==> src/mmio_map_pkg.sv <==
// peripheral page address map
package mmio_map_pkg;

  // native bus widths
  localparam int unsigned addr_width = 32;
  localparam int unsigned data_width = 32;
  localparam int unsigned strb_width = data_width / 8;

  // in-page byte offset, the low address bits
  localparam int unsigned off_width = 8;

  // upper address bits that select the page
  localparam logic [addr_width-off_width-1:0] page_base = 24'h030000;

  // gpio registers
  localparam logic [off_width-1:0] off_gpio_dat = 8'h00;
  localparam logic [off_width-1:0] off_gpio_oeb = 8'h04;
  localparam logic [off_width-1:0] off_gpio_pu  = 8'h08;
  localparam logic [off_width-1:0] off_gpio_pd  = 8'h0c;

  // 0x10 and 0x14 stay unmapped

  // read-only straps
  localparam logic [off_width-1:0] off_strap_cfg  = 8'h18;
  localparam logic [off_width-1:0] off_strap_ena  = 8'h1c;
  localparam logic [off_width-1:0] off_strap_pll  = 8'h20;
  localparam logic [off_width-1:0] off_strap_mfgr = 8'h24;
  localparam logic [off_width-1:0] off_strap_prod = 8'h28;
  localparam logic [off_width-1:0] off_strap_rev  = 8'h2c;
  localparam logic [off_width-1:0] off_clk_sel    = 8'h30;

endpackage

==> src/gpio_pkg.sv <==
// gpio and strap definitions
package gpio_pkg;

  // number of gpio pins
  localparam int unsigned gpio_width = 16;

  // drivers off after reset
  localparam logic [gpio_width-1:0] gpio_oeb_reset = '1;

  // pull-up and pull-down bars, active low enables
  localparam logic [gpio_width-1:0] gpio_pu_reset = '0;
  localparam logic [gpio_width-1:0] gpio_pd_reset = '0;

  // strap field widths
  localparam int unsigned strap_cfg_width = 8;
  localparam int unsigned pll_trim_width  = 4;
  localparam int unsigned mfgr_id_width   = 12;
  localparam int unsigned prod_id_width   = 8;
  localparam int unsigned mask_rev_width  = 4;

endpackage

==> src/mmio_decode.sv <==
// peripheral bus request stage
`timescale 1ns/1ps

module mmio_decode (
  input  logic                              clk_i,
  input  logic                              rst_n_i,
  input  logic                              mem_valid_i,
  input  logic [mmio_map_pkg::addr_width-1:0] mem_addr_i,
  input  logic [mmio_map_pkg::data_width-1:0] mem_wdata_i,
  input  logic [mmio_map_pkg::strb_width-1:0] mem_wstrb_i,
  input  logic                              done_i,
  output logic                              req_valid_o,
  output logic                              req_hit_o,
  output logic [mmio_map_pkg::off_width-1:0]  req_off_o,
  output logic [mmio_map_pkg::data_width-1:0] req_wdata_o,
  output logic [mmio_map_pkg::strb_width-1:0] req_wstrb_o
);
  import mmio_map_pkg::*;

  logic busy_q;
  logic accept;
  logic page_hit;

  // the master holds valid until ready, so wait for done before taking another
  assign accept = mem_valid_i && !busy_q && !done_i;

  assign page_hit = (mem_addr_i[addr_width-1:off_width] == page_base);

  // control state
  always_ff @(posedge clk_i or negedge rst_n_i) begin
    if (!rst_n_i) begin
      busy_q      <= 1'b0;
      req_valid_o <= 1'b0;
    end else begin
      req_valid_o <= accept;
      if (accept) begin
        busy_q <= 1'b1;
      end else if (done_i) begin
        busy_q <= 1'b0;
      end
    end
  end

  // request payload, captured once per accepted request
  always_ff @(posedge clk_i) begin
    if (accept) begin
      req_hit_o   <= page_hit;
      req_off_o   <= mem_addr_i[off_width-1:0];
      req_wdata_o <= mem_wdata_i;
      req_wstrb_o <= mem_wstrb_i;
    end
  end

  // no second strobe while the first request is still in flight
  a_no_req_while_busy : assert property (
    @(posedge clk_i) disable iff (!rst_n_i)
    req_valid_o |=> !req_valid_o ##1 !req_valid_o
  );

  // the response must come back exactly one cycle after the strobe
  a_done_follows_req : assert property (
    @(posedge clk_i) disable iff (!rst_n_i)
    req_valid_o |=> done_i
  );

endmodule

==> src/mmio_regfile.sv <==
// gpio registers and strap readback
`timescale 1ns/1ps

module mmio_regfile (
  input  logic                                   clk_i,
  input  logic                                   rst_n_i,
  input  logic                                   req_valid_i,
  input  logic                                   req_hit_i,
  input  logic [mmio_map_pkg::off_width-1:0]       req_off_i,
  input  logic [mmio_map_pkg::data_width-1:0]      req_wdata_i,
  input  logic [mmio_map_pkg::strb_width-1:0]      req_wstrb_i,
  input  logic [gpio_pkg::gpio_width-1:0]          gpio_in_i,
  input  logic [gpio_pkg::strap_cfg_width-1:0]     strap_cfg_i,
  input  logic                                   xtal_ena_i,
  input  logic                                   reg_ena_i,
  input  logic                                   pll_cp_ena_i,
  input  logic                                   pll_vco_ena_i,
  input  logic                                   pll_bias_ena_i,
  input  logic [gpio_pkg::pll_trim_width-1:0]      pll_trim_i,
  input  logic [gpio_pkg::mfgr_id_width-1:0]       mfgr_id_i,
  input  logic [gpio_pkg::prod_id_width-1:0]       prod_id_i,
  input  logic [gpio_pkg::mask_rev_width-1:0]      mask_rev_i,
  input  logic                                   clk_ext_sel_i,
  output logic [gpio_pkg::gpio_width-1:0]          gpio_out_o,
  output logic [gpio_pkg::gpio_width-1:0]          gpio_outenb_o,
  output logic [gpio_pkg::gpio_width-1:0]          gpio_pullupb_o,
  output logic [gpio_pkg::gpio_width-1:0]          gpio_pulldownb_o,
  output logic                                   done_o,
  output logic [mmio_map_pkg::data_width-1:0]      rdata_o
);
  import mmio_map_pkg::*;
  import gpio_pkg::*;

  logic                  wr_en;
  logic [data_width-1:0] rd_val;

  // byte lanes 0 and 1 cover the sixteen pins, lanes 2 and 3 are dropped
  function automatic logic [gpio_width-1:0] lane_merge(
    input logic [gpio_width-1:0] cur,
    input logic [data_width-1:0] wdata,
    input logic [strb_width-1:0] wstrb
  );
    logic [gpio_width-1:0] res;
    res = cur;
    if (wstrb[0]) begin
      res[7:0] = wdata[7:0];
    end
    if (wstrb[1]) begin
      res[gpio_width-1:8] = wdata[gpio_width-1:8];
    end
    return res;
  endfunction

  // nonzero strobes inside the page mean a write
  assign wr_en = req_valid_i && req_hit_i && (req_wstrb_i != '0);

  always_ff @(posedge clk_i or negedge rst_n_i) begin
    if (!rst_n_i) begin
      gpio_out_o       <= '0;
      gpio_outenb_o    <= gpio_oeb_reset;
      gpio_pullupb_o   <= gpio_pu_reset;
      gpio_pulldownb_o <= gpio_pd_reset;
    end else if (wr_en) begin
      case (req_off_i)
        off_gpio_dat: gpio_out_o       <= lane_merge(gpio_out_o, req_wdata_i, req_wstrb_i);
        off_gpio_oeb: gpio_outenb_o    <= lane_merge(gpio_outenb_o, req_wdata_i, req_wstrb_i);
        off_gpio_pu:  gpio_pullupb_o   <= lane_merge(gpio_pullupb_o, req_wdata_i, req_wstrb_i);
        off_gpio_pd:  gpio_pulldownb_o <= lane_merge(gpio_pulldownb_o, req_wdata_i, req_wstrb_i);
        default: ;
      endcase
    end
  end

  // read mux, everything zero-extended into the bus word
  always_comb begin
    rd_val = '0;
    if (req_hit_i) begin
      case (req_off_i)
        off_gpio_dat: begin
          rd_val[2*gpio_width-1:gpio_width] = gpio_out_o;
          rd_val[gpio_width-1:0]            = gpio_in_i;
        end
        off_gpio_oeb:   rd_val[gpio_width-1:0]      = gpio_outenb_o;
        off_gpio_pu:    rd_val[gpio_width-1:0]      = gpio_pullupb_o;
        off_gpio_pd:    rd_val[gpio_width-1:0]      = gpio_pulldownb_o;
        off_strap_cfg:  rd_val[strap_cfg_width-1:0] = strap_cfg_i;
        off_strap_ena: begin
          rd_val[1] = xtal_ena_i;
          rd_val[0] = reg_ena_i;
        end
        off_strap_pll: begin
          rd_val[pll_trim_width+2:3] = pll_trim_i;
          rd_val[2]                  = pll_cp_ena_i;
          rd_val[1]                  = pll_vco_ena_i;
          rd_val[0]                  = pll_bias_ena_i;
        end
        off_strap_mfgr: rd_val[mfgr_id_width-1:0]   = mfgr_id_i;
        off_strap_prod: rd_val[prod_id_width-1:0]   = prod_id_i;
        off_strap_rev:  rd_val[mask_rev_width-1:0]  = mask_rev_i;
        off_clk_sel:    rd_val[0]                   = clk_ext_sel_i;
        default: ;
      endcase
    end
  end

  // response control
  always_ff @(posedge clk_i or negedge rst_n_i) begin
    if (!rst_n_i) begin
      done_o <= 1'b0;
    end else begin
      done_o <= req_valid_i;
    end
  end

  // read data, registered together with done
  always_ff @(posedge clk_i) begin
    if (req_valid_i) begin
      rdata_o <= rd_val;
    end
  end

  // a response never overlaps a new request strobe
  a_done_after_req : assert property (
    @(posedge clk_i) disable iff (!rst_n_i)
    done_o |-> !req_valid_i
  );

endmodule

==> src/mmio_periph_top.sv <==
// peripheral page top
`timescale 1ns/1ps

module mmio_periph_top (
  input  logic                                   clk_i,
  input  logic                                   rst_n_i,
  input  logic                                   mem_valid_i,
  input  logic [mmio_map_pkg::addr_width-1:0]      mem_addr_i,
  input  logic [mmio_map_pkg::data_width-1:0]      mem_wdata_i,
  input  logic [mmio_map_pkg::strb_width-1:0]      mem_wstrb_i,
  output logic                                   mem_ready_o,
  output logic [mmio_map_pkg::data_width-1:0]      mem_rdata_o,
  input  logic [gpio_pkg::gpio_width-1:0]          gpio_in_i,
  input  logic [gpio_pkg::strap_cfg_width-1:0]     strap_cfg_i,
  input  logic                                   xtal_ena_i,
  input  logic                                   reg_ena_i,
  input  logic                                   pll_cp_ena_i,
  input  logic                                   pll_vco_ena_i,
  input  logic                                   pll_bias_ena_i,
  input  logic [gpio_pkg::pll_trim_width-1:0]      pll_trim_i,
  input  logic [gpio_pkg::mfgr_id_width-1:0]       mfgr_id_i,
  input  logic [gpio_pkg::prod_id_width-1:0]       prod_id_i,
  input  logic [gpio_pkg::mask_rev_width-1:0]      mask_rev_i,
  input  logic                                   clk_ext_sel_i,
  output logic [gpio_pkg::gpio_width-1:0]          gpio_out_o,
  output logic [gpio_pkg::gpio_width-1:0]          gpio_outenb_o,
  output logic [gpio_pkg::gpio_width-1:0]          gpio_pullupb_o,
  output logic [gpio_pkg::gpio_width-1:0]          gpio_pulldownb_o
);
  import mmio_map_pkg::*;

  logic                  req_valid;
  logic                  req_hit;
  logic [off_width-1:0]  req_off;
  logic [data_width-1:0] req_wdata;
  logic [strb_width-1:0] req_wstrb;
  logic                  done;

  // the response pulse doubles as bus ready
  assign mem_ready_o = done;

  mmio_decode u_decode (
    .clk_i       (clk_i),
    .rst_n_i     (rst_n_i),
    .mem_valid_i (mem_valid_i),
    .mem_addr_i  (mem_addr_i),
    .mem_wdata_i (mem_wdata_i),
    .mem_wstrb_i (mem_wstrb_i),
    .done_i      (done),
    .req_valid_o (req_valid),
    .req_hit_o   (req_hit),
    .req_off_o   (req_off),
    .req_wdata_o (req_wdata),
    .req_wstrb_o (req_wstrb)
  );

  mmio_regfile u_regfile (
    .clk_i            (clk_i),
    .rst_n_i          (rst_n_i),
    .req_valid_i      (req_valid),
    .req_hit_i        (req_hit),
    .req_off_i        (req_off),
    .req_wdata_i      (req_wdata),
    .req_wstrb_i      (req_wstrb),
    .gpio_in_i        (gpio_in_i),
    .strap_cfg_i      (strap_cfg_i),
    .xtal_ena_i       (xtal_ena_i),
    .reg_ena_i        (reg_ena_i),
    .pll_cp_ena_i     (pll_cp_ena_i),
    .pll_vco_ena_i    (pll_vco_ena_i),
    .pll_bias_ena_i   (pll_bias_ena_i),
    .pll_trim_i       (pll_trim_i),
    .mfgr_id_i        (mfgr_id_i),
    .prod_id_i        (prod_id_i),
    .mask_rev_i       (mask_rev_i),
    .clk_ext_sel_i    (clk_ext_sel_i),
    .gpio_out_o       (gpio_out_o),
    .gpio_outenb_o    (gpio_outenb_o),
    .gpio_pullupb_o   (gpio_pullupb_o),
    .gpio_pulldownb_o (gpio_pulldownb_o),
    .done_o           (done),
    .rdata_o          (mem_rdata_o)
  );

endmodule

==> config.mk <==
export PLATFORM = sky130hd
export DESIGN_NAME = mmio_periph_top
export DESIGN_NICKNAME = d
export VERILOG_FILES = /design/src/mmio_map_pkg.sv /design/src/gpio_pkg.sv /design/src/mmio_decode.sv /design/src/mmio_regfile.sv /design/src/mmio_periph_top.sv
export SDC_FILE = /design/constraint.sdc
export NUM_CORES = 1
export LEC_CHECK = 0
export BUFFER_PORTS_ARGS = -buffer_cell sky130_fd_sc_hd__buf_2
export CORE_ASPECT_RATIO = 0.5
export CORE_MARGIN = 2
export CORE_UTILIZATION = 25
export CTS_CLUSTER_DIAMETER = 150
export DETAILED_ROUTE_END_ITERATION = 12
export SYNTH_ARGS = -nofsm -noshare
export SYNTH_HDL_FRONTEND = slang
export SYNTH_HIERARCHICAL = 1
export SYNTH_SLANG_ARGS = --single-unit
==> constraint.sdc <==
create_clock -name clk_i -period 5.1 [get_ports clk_i]
set_input_delay 0.51 -clock clk_i [delete_from_list [all_inputs] [get_ports clk_i]]
set_output_delay 0.51 -clock clk_i [all_outputs]
set_load 0.005 [all_outputs]
==> implementation parameters <==
Parameter                              Value

Status
  Status ... complete, no violations

Route
  DRT iter0 DRCs ... 381
  Antenna Violating Nets Remaining ... 0
  Vias after detailed routing ... 4168
  Vias/cell ... 4.55
  Overall routed net length ... 17400 microns
  Detailed-route DRC error count ... 0
  Detailed-routing iteration count for the pre-antenna-repair pass ... 6
  Mean routed wirelength per cell ... 18.9 microns

Layout
  Final net count ... 731
  Number of standard cells in the final layout excluding fillers ... 917
  Commonest non-fill, non-tap cell in the layout ... sky130_fd_sc_hd__buf_2
  Share of layout cells above drive strength 1 ... 0.564
  Finished Cell Area ... 7580 sq um
  Top library cells by usage in the layout, fill and taps aside ... sky130_fd_sc_hd__buf_2 (207), sky130_fd_sc_hd__mux2_2 (67), sky130_fd_sc_hd__edfxtp_1 (59)
  Fillers ... 2153
  Area growth from synthesis to layout ... 35.3%

STA
  Unrepaired setup endpoints after global routing ... false
  Final cycle utilization of the critical path ... 0.555
  Slew at the pin closest to its max-slew limit ... 0.956 ns
  Minimum clock period ... 2.83 ns
  Clk_skew ... a little under 0.009 ns
  Final-report max-slew violation count ... 0
  Headroom to the max-slew limit ... 0.363
  Timing-limited maximum frequency ... 354 MHz
  Total negative setup slack ... 0 ns
  Count of endpoints failing setup in the final report ... 0
  Final hold violation count ... 0
  WHS ... around 0.14 ns

Clock network
  # hold bufs at CTS ... 0
  Later-pin clock latency in the skew report ... slightly above 0.4 ns
  TritonCTS buffer count ... 17
  Clock tree from TritonCTS ... yes
  Quantity of gates resized following cts ... 0
  Root buffer cell ... sky130_fd_sc_hd__clkbuf_16
  Max H-tree Level ... 4
  Clock Sink Count ... roughly 130
  Longest Clk Path Bufs ... 2
  Setup Fix Bufs, Post-CTS ... 0
  Clock edge transition at the registers on the reported setup and hold paths ... 0.06 ns

Global route
  GRT Overall Usage ... 0.145
  Antenna violations before repair ... 3
  Global-route congestion overflow total ... 0
  Pin count of the biggest net entering global routing ... 41
  Vias in the first global route ... approximately 4200
  First-pass GRT wire length ... 25200 microns

Critical path
  Worst endpoint required time ... 5.39 ns
  Worst setup path category ... reg2reg
  Endpoint type of the worst setup path ... register
  Arrival @ worst endpoint ... 3.12 ns
  Top fanout value on the critical path ... 32
  Type of element launching the critical path ... register

Placed design
  Count of port buffers added during placement ... 207
  Number of instances in the placed design ... 883
  HPWL reported at the end of detailed placement ... 12900 microns
  Placed standard-cell area ... approximately 7000 sq um
  Final weighted congestion in routability-driven placement ... 0.863

Synthesis
  Post-Syn Instances ... 388
  Net Count, Synth ... 517
  Number of synthesis warnings ... 6
  Post-synthesis average cell area ... 14.4 sq um
  Post-synth design cell area ... about 5600 sq um

Die
  Number of placed I/O pins ... 226
  Core area ... ~22000 sq um
  Die area ... 23700 sq um
  Number of placement rows ... 38
  Die Y ... 110 microns
  Initial core utilization ... 0.257
  Width of the die ... around 220 microns

Pwr
  Share of power burned in the clock network ... 0.491
  Leakage ... 3.36 nW
  Net switching power ... between 0.5 and 0.6 mW
  Proportion of power drawn by combinational gates ... 0.053
  Fraction of power spent switching nets ... 0.208
  Power density normalized to cell area ... around 330 nW/um^2
  Internal power ... 1.96 mW
  Part of the power in registers ... 0.456
  Maximum vdd drop ... between 0.0002 and 0.00025 V

Flow run
  Total of max-cap violations ... 0

Worst hold path
  Min-Delay Path Class ... in2async
state kept, by name, summed over array words and instances (netlist names), 2 cells and up:
register,flops
u_regfile/rdata_o,32
u_decode/req_wdata_o,16
u_regfile/gpio_out_o,16
u_regfile/gpio_outenb_o,16
u_regfile/gpio_pulldownb_o,16
u_regfile/gpio_pullupb_o,16
u_decode/req_off_o,8
u_decode/req_wstrb_o,2
through the flow:
| step | total power, mW | utilization | setup WS (ns) |
|---|---|---|---|
| 3_5_place_dp | 1.28 | 0.320 | 2.30 |
| 3_3_place_gp | 1.28 | 0.320 | 2.38 |
| 6_report | 2.48 | 0.348 | 2.27 |
| 4_1_cts | 2.51 | 0.347 | 2.27 |
| 5_1_grt | 2.56 | 0.347 | 2.12 |
| 2_1_floorplan | 1.19 | - | 2.08 |
power by group through the flow:
stage / registers (mW) / logic (mW) / clock network (mW)
final: 1.13 / 0.131 / 1.22
after global routing: 1.13 / 0.144 / 1.28
after CTS: 1.13 / 0.133 / 1.25
after detailed placement: 1.15 / 0.132 / 0
after global placement: 1.15 / 0.130 / 0
after floorplan: 1.14 / 0.0495 / 0
area by class of cell:
type | instances | area [sq um] | share of cell area
Inverter | 2 | 7.51 | 0.000990
Multi-Input combinational cell | 244 | 2070 | 0.272
Sequential cell | 126 | 3470 | 0.457
Clock inverter | 8 | 114 | 0.0150
Antenna cell | 2 | 5.00 | 0.000660
Tap cell | 300 | 375 | 0.0495
Timing Repair Buffer | 211 | 1070 | 0.141
Clock buffer | 24 | 482 | 0.0635
routing by layer:
| metal | global-route usage | part of all wire |
|---|---|---|
| met1 | 0.172 | 0.41 |
| met2 | 0.251 | 0.51 |
| met3 | 0.0385 | 0.047 |
| met4 | 0.0640 | 0.029 |
| met5 | 0 | 0.00075 |
worst paths after layout:
| kind | start | to | slack (ns) | cells past startpoint |
|---|---|---|---|---|
| max | u_decode/req_off_o[2] | u_regfile/gpio_pullupb_o[0] | 2.27 | 5 |
| min | rst_n_i | u_regfile/done_o | 0.14 | 1 |
| max reg2reg | u_decode/req_off_o[2] | u_regfile/gpio_pullupb_o[0] | 2.27 | 5 |
| min reg2reg | u_regfile/done_o | u_decode/busy_q | 0.48 | 1 |
| max in group asynchronous | rst_n_i | u_decode/req_valid_o | 3.92 | 2 |
| min in group clk_i | mem_addr_i[0] | u_decode/req_off_o[0] | 0.27 | 1 |
critical path, stage by stage (launching register included):
cell,delay (ns)
sky130_fd_sc_hd__edfxtp_1,0.61
sky130_fd_sc_hd__buf_4,0.38
sky130_fd_sc_hd__nor2b_1,0.28
sky130_fd_sc_hd__nand2_1,0.20
sky130_fd_sc_hd__nor3_2,0.79
sky130_fd_sc_hd__mux2_2,0.42
No activity file was read; power rests on OpenSTA's default activity.
